File: src/line_fetch_pkg.sv
// Shared widths, types and AXI constants of the line fetcher, imported by every module
package line_fetch_pkg;

	// ******************************
	// Widths
	// ******************************
	localparam int ADDR_W       = 32;
	localparam int DATA_W       = 32;
	localparam int LINE_SIZE_W  = 16;
	localparam int NUM_LINES_W  = 8;
	localparam int AXI_LEN_W    = 8;
	localparam int AXI_BURST_W  = 2;

	// Bytes per R beat, ARSIZE is fixed at 4 bytes
	localparam int BYTES_PER_BEAT = 4;
	localparam int WORD_SHIFT     = $clog2(BYTES_PER_BEAT);
	// Word count of a line, line size without the byte offset bits
	localparam int WORD_COUNT_W   = LINE_SIZE_W - WORD_SHIFT;

	// Longest burst in beats and its span in bytes
	localparam int MAX_AXI_LENGTH = 16;
	localparam int BURST_BYTES    = MAX_AXI_LENGTH * BYTES_PER_BEAT;

	// Output buffer geometry
	localparam int BUF_DEPTH = 8;
	localparam int BUF_PTR_W = $clog2(BUF_DEPTH);
	localparam int BUF_CNT_W = $clog2(BUF_DEPTH + 1);

	// ******************************
	// Plain vector types
	// ******************************
	typedef logic [ADDR_W-1:0]       addr_t;
	typedef logic [DATA_W-1:0]       data_t;
	typedef logic [LINE_SIZE_W-1:0]  line_size_t;
	typedef logic [NUM_LINES_W-1:0]  num_lines_t;
	typedef logic [WORD_COUNT_W-1:0] word_count_t;
	typedef logic [AXI_LEN_W-1:0]    axi_len_t;
	typedef logic [AXI_BURST_W-1:0]  axi_burst_t;
	typedef logic [BUF_PTR_W-1:0]    buf_ptr_t;
	typedef logic [BUF_CNT_W-1:0]    buf_cnt_t;

	// AXI burst type encodings
	localparam axi_burst_t AXI_BURST_FIXED = 2'd0;
	localparam axi_burst_t AXI_BURST_INCR  = 2'd1;

	// ******************************
	// Structs and state
	// ******************************
	// One fetch command as handed over by the client
	typedef struct packed {
		addr_t      base_addr;
		line_size_t line_size;
		num_lines_t num_lines;
		addr_t      stride;
		logic       fixed_addr;
	} fetch_cmd_t;

	// One buffered R beat, last marks the end of an AXI burst
	typedef struct packed {
		data_t data;
		logic  last;
	} buf_entry_t;

	// Burst generator FSM
	typedef enum logic [1:0] {
		IDLE,
		ISSUE,
		WAIT_AR,
		DONE
	} gen_state_t;

endpackage

File: src/axi_line_reader.sv
// AXI read-channel adapter, drives AR from the burst generator and hands R beats to the buffer
`timescale 1ns/100ps

module axi_line_reader
	import line_fetch_pkg::*;
(
	input  logic       clk,
	input  logic       rst_n,

	// Command
	input  fetch_cmd_t cmd,
	input  logic       cmd_req,
	output logic       cmd_ack,

	// AR channel
	output addr_t      ar_addr,
	output axi_len_t   ar_len,
	output axi_burst_t ar_burst,
	output logic       ar_valid,
	input  logic       ar_ready,

	// R channel
	input  data_t      r_data,
	input  logic       r_last,
	input  logic       r_valid,
	output logic       r_ready,

	// Buffer write side
	output logic       buf_wr,
	output buf_entry_t buf_entry,
	input  logic       buf_full
);

	logic r_fire;

	// ******************************
	// R to buffer
	// ******************************
	// Slave is stalled whenever the buffer has no room
	assign r_ready = !buf_full;
	assign r_fire  = r_valid && r_ready;

	// One entry per accepted beat, burst end carried along
	assign buf_wr         = r_fire;
	assign buf_entry.data = r_data;
	assign buf_entry.last = r_last;

	// ******************************
	// Address issue
	// ******************************
	line_burst_gen u_gen (
		.clk      (clk),
		.rst_n    (rst_n),
		.cmd      (cmd),
		.cmd_req  (cmd_req),
		.cmd_ack  (cmd_ack),
		.ar_addr  (ar_addr),
		.ar_len   (ar_len),
		.ar_burst (ar_burst),
		.ar_valid (ar_valid),
		.ar_ready (ar_ready)
	);

endmodule

File: src/line_buffer_fifo.sv
// Synchronous FIFO of R beats, back-pressures the R channel and feeds the output stream
`timescale 1ns/100ps

module line_buffer_fifo
	import line_fetch_pkg::*;
(
	input  logic       clk,
	input  logic       rst_n,

	// Write side
	input  logic       wr,
	input  buf_entry_t wr_entry,
	output logic       full,

	// Read side, valid/ready stream
	output buf_entry_t rd_entry,
	output logic       rd_valid,
	input  logic       rd_ready
);

	// Entry storage
	buf_entry_t mem [BUF_DEPTH];

	buf_ptr_t   wr_ptr;
	buf_ptr_t   rd_ptr;
	buf_cnt_t   count;

	logic       wr_fire;
	logic       rd_fire;

	// ******************************
	// Flags
	// ******************************
	assign full     = (count == buf_cnt_t'(BUF_DEPTH));
	assign rd_valid = (count != '0);

	// Writes into a full buffer are ignored
	assign wr_fire = wr && !full;
	assign rd_fire = rd_valid && rd_ready;

	// Head entry, taken from registered storage
	assign rd_entry = mem[rd_ptr];

	// ******************************
	// Storage and pointers
	// ******************************
	always_ff @(posedge clk) begin
		if (wr_fire) begin
			mem[wr_ptr] <= wr_entry;
		end
	end

	// Pointers wrap on their own, depth is a power of two
	always_ff @(posedge clk or negedge rst_n) begin
		if (!rst_n) begin
			wr_ptr <= '0;
			rd_ptr <= '0;
		end else begin
			if (wr_fire) begin
				wr_ptr <= wr_ptr + buf_ptr_t'(1);
			end
			if (rd_fire) begin
				rd_ptr <= rd_ptr + buf_ptr_t'(1);
			end
		end
	end

	// Fill level
	always_ff @(posedge clk or negedge rst_n) begin
		if (!rst_n) begin
			count <= '0;
		end else begin
			case ({wr_fire, rd_fire})
				2'b10:   count <= count + buf_cnt_t'(1);
				2'b01:   count <= count - buf_cnt_t'(1);
				// Read and write together leave the level as is
				default: count <= count;
			endcase
		end
	end

endmodule

File: src/line_burst_gen.sv
// Burst generator, takes a fetch command by four-phase handshake and walks its lines as AR bursts
`timescale 1ns/100ps

module line_burst_gen
	import line_fetch_pkg::*;
(
	input  logic       clk,
	input  logic       rst_n,

	// Command, four-phase req/ack
	input  fetch_cmd_t cmd,
	input  logic       cmd_req,
	output logic       cmd_ack,

	// AR channel fields
	output addr_t      ar_addr,
	output axi_len_t   ar_len,
	output axi_burst_t ar_burst,
	output logic       ar_valid,
	input  logic       ar_ready
);

	gen_state_t  state;
	gen_state_t  state_nxt;

	// Captured command and walk position
	fetch_cmd_t  cmd_r;
	addr_t       cur_addr;
	addr_t       line_addr;
	addr_t       next_line_addr;
	addr_t       burst_step;
	word_count_t words_left;
	num_lines_t  lines_left;

	// Line lengths in words, incoming and captured
	word_count_t cmd_words;
	word_count_t line_words;

	logic        start;
	logic        cmd_empty;
	logic        ar_fire;
	logic        more_in_line;
	logic        last_line;

	// ******************************
	// Decode
	// ******************************
	assign cmd_words  = word_count_t'(cmd.line_size >> WORD_SHIFT);
	assign line_words = word_count_t'(cmd_r.line_size >> WORD_SHIFT);

	// Nothing to fetch, answer the request straight away
	assign cmd_empty = (cmd_words == '0) || (cmd.num_lines == '0);

	assign start   = (state == IDLE) && cmd_req;
	assign ar_fire = ar_valid && ar_ready;

	// More than one burst left in the current line
	assign more_in_line = words_left > word_count_t'(MAX_AXI_LENGTH);
	assign last_line    = lines_left == num_lines_t'(1);

	// INCR bursts advance by a full burst, FIXED bursts stay on the address
	assign burst_step     = cmd_r.fixed_addr ? '0 : addr_t'(BURST_BYTES);
	assign next_line_addr = line_addr + cmd_r.stride;

	// ******************************
	// AR outputs
	// ******************************
	assign ar_valid = (state == ISSUE) || (state == WAIT_AR);
	assign ar_addr  = cur_addr;
	assign ar_burst = cmd_r.fixed_addr ? AXI_BURST_FIXED : AXI_BURST_INCR;

	// Full burst, or the remainder closing the line
	always_comb begin
		if (more_in_line) begin
			ar_len = axi_len_t'(MAX_AXI_LENGTH - 1);
		end else begin
			ar_len = axi_len_t'(words_left - word_count_t'(1));
		end
	end

	// Ack is held through DONE until the client drops req
	assign cmd_ack = (state == DONE);

	// ******************************
	// FSM
	// ******************************
	always_comb begin
		state_nxt = state;
		case (state)
			IDLE: begin
				if (cmd_req) begin
					state_nxt = cmd_empty ? DONE : ISSUE;
				end
			end
			ISSUE, WAIT_AR: begin
				if (ar_fire) begin
					// Last burst of the last line ends address issue
					if (!more_in_line && last_line) begin
						state_nxt = DONE;
					end else begin
						state_nxt = ISSUE;
					end
				end else begin
					state_nxt = WAIT_AR;
				end
			end
			DONE: begin
				if (!cmd_req) begin
					state_nxt = IDLE;
				end
			end
			default: state_nxt = IDLE;
		endcase
	end

	always_ff @(posedge clk or negedge rst_n) begin
		if (!rst_n) begin
			state <= IDLE;
		end else begin
			state <= state_nxt;
		end
	end

	// Word and line counters
	always_ff @(posedge clk or negedge rst_n) begin
		if (!rst_n) begin
			words_left <= '0;
			lines_left <= '0;
		end else if (start) begin
			words_left <= cmd_words;
			lines_left <= cmd.num_lines;
		end else if (ar_fire) begin
			if (more_in_line) begin
				words_left <= words_left - word_count_t'(MAX_AXI_LENGTH);
			end else begin
				// Reload for the next line
				words_left <= line_words;
				lines_left <= lines_left - num_lines_t'(1);
			end
		end
	end

	// Command copy and addresses
	always_ff @(posedge clk) begin
		if (start) begin
			cmd_r     <= cmd;
			cur_addr  <= cmd.base_addr;
			line_addr <= cmd.base_addr;
		end else if (ar_fire) begin
			if (more_in_line) begin
				cur_addr <= cur_addr + burst_step;
			end else begin
				// Next line starts one stride further on
				line_addr <= next_line_addr;
				cur_addr  <= next_line_addr;
			end
		end
	end

endmodule

File: src/line_fetch_top.sv
// Top level of the line fetcher, command and AXI read ports in, word stream out
`timescale 1ns/100ps

module line_fetch_top
	import line_fetch_pkg::*;
(
	input  logic       clk,
	input  logic       rst_n,

	// Command, four-phase req/ack
	input  fetch_cmd_t cmd,
	input  logic       cmd_req,
	output logic       cmd_ack,

	// AXI AR channel
	output addr_t      ar_addr,
	output axi_len_t   ar_len,
	output axi_burst_t ar_burst,
	output logic       ar_valid,
	input  logic       ar_ready,

	// AXI R channel
	input  data_t      r_data,
	input  logic       r_last,
	input  logic       r_valid,
	output logic       r_ready,

	// Output word stream
	output buf_entry_t out_entry,
	output logic       out_valid,
	input  logic       out_ready
);

	// Reader to buffer
	logic       buf_wr;
	buf_entry_t buf_entry;
	logic       buf_full;

	axi_line_reader u_reader (
		.clk       (clk),
		.rst_n     (rst_n),
		.cmd       (cmd),
		.cmd_req   (cmd_req),
		.cmd_ack   (cmd_ack),
		.ar_addr   (ar_addr),
		.ar_len    (ar_len),
		.ar_burst  (ar_burst),
		.ar_valid  (ar_valid),
		.ar_ready  (ar_ready),
		.r_data    (r_data),
		.r_last    (r_last),
		.r_valid   (r_valid),
		.r_ready   (r_ready),
		.buf_wr    (buf_wr),
		.buf_entry (buf_entry),
		.buf_full  (buf_full)
	);

	line_buffer_fifo u_buf (
		.clk      (clk),
		.rst_n    (rst_n),
		.wr       (buf_wr),
		.wr_entry (buf_entry),
		.full     (buf_full),
		.rd_entry (out_entry),
		.rd_valid (out_valid),
		.rd_ready (out_ready)
	);

endmodule

File: config.mk
export PLATFORM = sky130hd
export DESIGN_NAME = line_fetch_top
export DESIGN_NICKNAME = d
export VERILOG_FILES = /design/src/line_fetch_pkg.sv /design/src/axi_line_reader.sv /design/src/line_buffer_fifo.sv /design/src/line_burst_gen.sv /design/src/line_fetch_top.sv
export SDC_FILE = /design/constraint.sdc
export NUM_CORES = 1
export LEC_CHECK = 0
export BUFFER_PORTS_ARGS = -buffer_cell sky130_fd_sc_hd__buf_2
export CELL_PAD_IN_SITES_DETAIL_PLACEMENT = 1
export CELL_PAD_IN_SITES_GLOBAL_PLACEMENT = 1
export CORE_ASPECT_RATIO = 1.2
export CORE_MARGIN = 3
export CORE_UTILIZATION = 35
export CTS_CLUSTER_SIZE = 8
export DETAILED_ROUTE_END_ITERATION = 8
export GPL_ROUTABILITY_DRIVEN = 0
export GPL_TIMING_DRIVEN = 0
export PLACE_DENSITY = 0.61
export SLEW_MARGIN = 20
export SYNTH_ARGS = -nofsm -noshare
export SYNTH_HDL_FRONTEND = slang
export SYNTH_HIERARCHICAL = 1
export SYNTH_SLANG_ARGS = --single-unit
export TNS_END_PERCENT = 1
File: constraint.sdc
create_clock -name clk -period 5.3 [get_ports clk]
set_input_delay 0.53 -clock clk [delete_from_list [all_inputs] [get_ports clk]]
set_output_delay 0.53 -clock clk [all_outputs]
set_load 0.005 [all_outputs]
==> impl_metrics.env <==
export IMPL_min_period_ns=3.85
export IMPL_multiInputGateArea_um2=6410
export IMPL_crit_path_frequent_cell="buf_2"
export IMPL_fin_skew_ns=0.0356
export IMPL_crit_start="u_reader/u_gen/words_left[0]"
export IMPL_crit_path_top_delay_cell="nor3_2"
export IMPL_postRouteAntennaNets=0
export IMPL_r2r_slack_ns=1.59
export IMPL_final_period_utilization_pct=72.6
export IMPL_maxSlewHeadroom_pct=31.3
export IMPL_worstPathRequired_ns=4.77
export IMPL_syn_avg_cell_area_um2=14.4
export IMPL_switchingPower_uw=4670
export IMPL_drtIter0Drc=700
export IMPL_die_x_um=219
export IMPL_reg2reg_to="u_reader/u_gen/ar_addr[12]"
export IMPL_ctsHoldBuffers=0
export IMPL_p_leak_uw=0.00833
export IMPL_outcome="finished, final reports clean"
export IMPL_nFillCells=5572
export IMPL_grt_max_degree=39
export IMPL_hold_viol_final=0
export IMPL_clock_latency_ns=0.62
export IMPL_syn_area_um2=19100
export IMPL_rr_startpoint="u_reader/u_gen/state[0]"
export IMPL_synthFlopType="edfxtp_1"
export IMPL_rows=93
export IMPL_max_stage_delay_ns=0.79
export IMPL_worstSetupEndpointType="output pin"
export IMPL_synth_edf_count=375
export IMPL_num_vias=12100
export IMPL_synthDistinctLibCells=76
export IMPL_critPathArrivalTime_ns=3.32
export IMPL_clk_pin_slew_ns=0.06
export IMPL_cts_setup_buffers=0
export IMPL_place_area_um2=21300
export IMPL_root_buffer="clkbuf_16"
export IMPL_yosys_warnings=6
export IMPL_fp_dieH_um=262
export IMPL_cts_sinks=409
export IMPL_cts_resized=0
export IMPL_pre_cts_ws_ns=1.54
export IMPL_power_density_nw_per_um2=582
export IMPL_final_area_um2=22900
export IMPL_dr_pass1_iters=5
export IMPL_synthArstFlopShare_pct=8.31
export IMPL_clkPwrFrac_pct=25.0
export IMPL_cts_htree_levels=2
export IMPL_worstSetupPathType="flip-flop to output pin"
export IMPL_cap_violations=0
export IMPL_seq_area_um2=12100
export IMPL_core_area_um2=53900
export IMPL_setup_viol=0
export IMPL_yosysSeqAreaShare_pct=63.4
export IMPL_worstPathCellList="inv_1, ha_1, and4bb_2, o211ai_2, nor3_2, buf_2, nand2_1, buf_2"
export IMPL_drt_total_wl_um=52700
export IMPL_grt_overflow=0
export IMPL_rsz0062_at_grt="false"
export IMPL_die_area_um2=57400
export IMPL_ir_drop_mv=0.272
export IMPL_finalMaxSlewViolations=0
export IMPL_antenna_found_initial=7
export IMPL_viasPerCell=5.21
export IMPL_hold_class="input pin to async pin"
export IMPL_port_buffers=170
export IMPL_nets=1751
export IMPL_netlist_instances=1327
export IMPL_drive_gt1_share_pct=27.3
export IMPL_grt_pass1_wl_um=79500
export IMPL_syn_nets=1502
export IMPL_swShare_pct=35.0
export IMPL_crit_end="ar_len[3]"
export IMPL_cts_buffer_depth=3
export IMPL_crit_fanout=10
export IMPL_seqPwrFrac_pct=36.6
export IMPL_worst_slew_pin_slew_ns=1.03
export IMPL_ff2ff_path_depth=7
export IMPL_power_internal_uw=8680
export IMPL_drc=0
export IMPL_io_pin_count=207
export IMPL_grt_total_usage_pct=18.4
export IMPL_worst_slack_ns=1.45
export IMPL_first_global_vias=13000
export IMPL_power_uw=13300
export IMPL_tritoncts="built"
export IMPL_wl_per_cell_um=22.7
export IMPL_fmax_mhz=260
export IMPL_final_core_util_pct=42.5
export IMPL_post_dp_hpwl_um=37300
export IMPL_numCtsBuffers=57
export IMPL_area_delta_synth_final_pct=20.0
export IMPL_combPwrFrac_pct=38.4
export IMPL_initial_utilization_pct=35.4
export IMPL_synth_seq_cells=409
export IMPL_cp_start_kind="flip-flop"
per-layer routing:
metal | track usage (%) | routed length (um) | part of all wire, %
met5 | 0 | 53 | 0.10
met2 | 33.5 | 27600 | 52
met4 | 4.77 | 1170 | 2.2
met1 | 21.9 | 20800 | 39
met3 | 4.41 | 3050 | 5.8
through the flow:
step	setup TNS, ns	std cells	hold slack [ns]
floorplan	0	1327	0.234
global placement	-85.26	2209	0.495
detailed placement	0	2229	0.507
CTS	0	2319	0.0330
global route	0	2319	0.0427
finish	0	2322	0.0323
worst min-delay path by stage:
stage	start	to	slack, ns
6_report	rst_n	u_reader/u_gen/state[0]	0.03
5_1_grt	cmd[28]	u_reader/u_gen/cmd_r[28]	0.04
4_1_cts	rst_n	u_reader/u_gen/words_left[0]	0.03
3_5_place_dp	u_buf/count[3]	u_buf/count[3]	0.51
3_3_place_gp	u_buf/count[3]	u_buf/count[3]	0.50
2_1_floorplan	rst_n	u_buf/count[0]	0.23
cell type report:
type	instances	share of cell area (%)
Sequential cell	409	52.8
Multi-Input combinational cell	806	27.9
Clock buffer	86	6.70
Timing Repair Buffer	190	5.37
Tap cell	712	3.89
Buffer	89	2.44
Clock inverter	4	0.409
Inverter	23	0.377
Antenna cell	3	0.0328
cells by family after synthesis:
family	count (synthesis)	share of synthesized area, %
multiplexers	109	10.7
AO/OA/AOI/OAI	230	7.65
XOR/XNOR	67	3.07
buffers and inverters	112	3.37
AND/OR/NAND/NOR	352	8.63
flip-flops	409	63.4
other	1	0.0196
adder cells (fa/ha/maj)	47	3.12
placed cells by master (no fill, tap or decap), types with 40 or more instances in the layout:
cell         n
edfxtp_1   375
xnor2_1     40
buf_2      184
buf_4       43
mux4_2      66
ha_1        46
clkbuf_1    57
nand2_1    155
nor2_1      64
a21oi_1     56
o21ai_0     71
clkbuf_16   57
synthesized netlist by cell type, types with 5 or more instances:
cell | count | share of area [%]
nand3_1 | 27 | 0.71
o21ai_1 | 9 | 0.24
buf_4 | 36 | 1.4
xnor2_1 | 40 | 1.8
ha_1 | 46 | 3.0
a21o_1 | 14 | 0.55
nand2_1 | 157 | 3.1
nor4_1 | 9 | 0.29
o22ai_1 | 6 | 0.20
and4_1 | 5 | 0.23
mux2_4 | 23 | 1.8
nor2_1 | 70 | 1.4
a21oi_1 | 56 | 1.5
o211ai_1 | 7 | 0.28
inv_1 | 22 | 0.43
o21a_1 | 6 | 0.24
buf_1 | 7 | 0.14
xor2_1 | 27 | 1.2
a31oi_1 | 9 | 0.29
dfrtp_1 | 34 | 4.5
or3_1 | 6 | 0.20
mux2_2 | 11 | 0.65
o21ai_0 | 71 | 1.9
and3_1 | 10 | 0.33
nand4_1 | 9 | 0.29
a211oi_1 | 8 | 0.31
edfxtp_1 | 375 | 59
mux4_2 | 66 | 7.8
buf_2 | 13 | 0.34
mux2i_1 | 8 | 0.42
nand2b_1 | 8 | 0.26
clkbuf_1 | 28 | 0.55
o21bai_1 | 9 | 0.35
nor3_1 | 29 | 0.76
power by group through the flow:
| stage | clock (uW) | combinational [uW] | sequential (uW) |
|---|---|---|---|
| after floorplan | 0 | 3430 | 4820 |
| after global placement | 0 | 4940 | 4970 |
| after detailed placement | 0 | 5190 | 4950 |
| after CTS | 3460 | 5230 | 4890 |
| after global routing | 3590 | 5650 | 4960 |
| final | 3340 | 5130 | 4880 |
worst max-delay path: cells and delay by family, from the launching register on:
family	cells	cell delay [ns]
simple gates	3	1.16
fa+ha+maj	1	0.22
flops	1	0.41
compound gates	1	0.19
buf+inv	3	0.70
state kept, by name (all words and copies together) (netlist names):
register and count:
u_buf/count 4, u_reader/u_gen/words_left 14, u_reader/u_gen/state 2, u_buf/mem 264, u_reader/u_gen/line_addr 32, u_buf/wr_ptr 3
u_reader/u_gen/ar_addr 32, u_buf/rd_ptr 3, u_reader/u_gen/lines_left 8, u_reader/u_gen/cmd_r 47
Note: power is estimated with default switching activity, not from simulation.
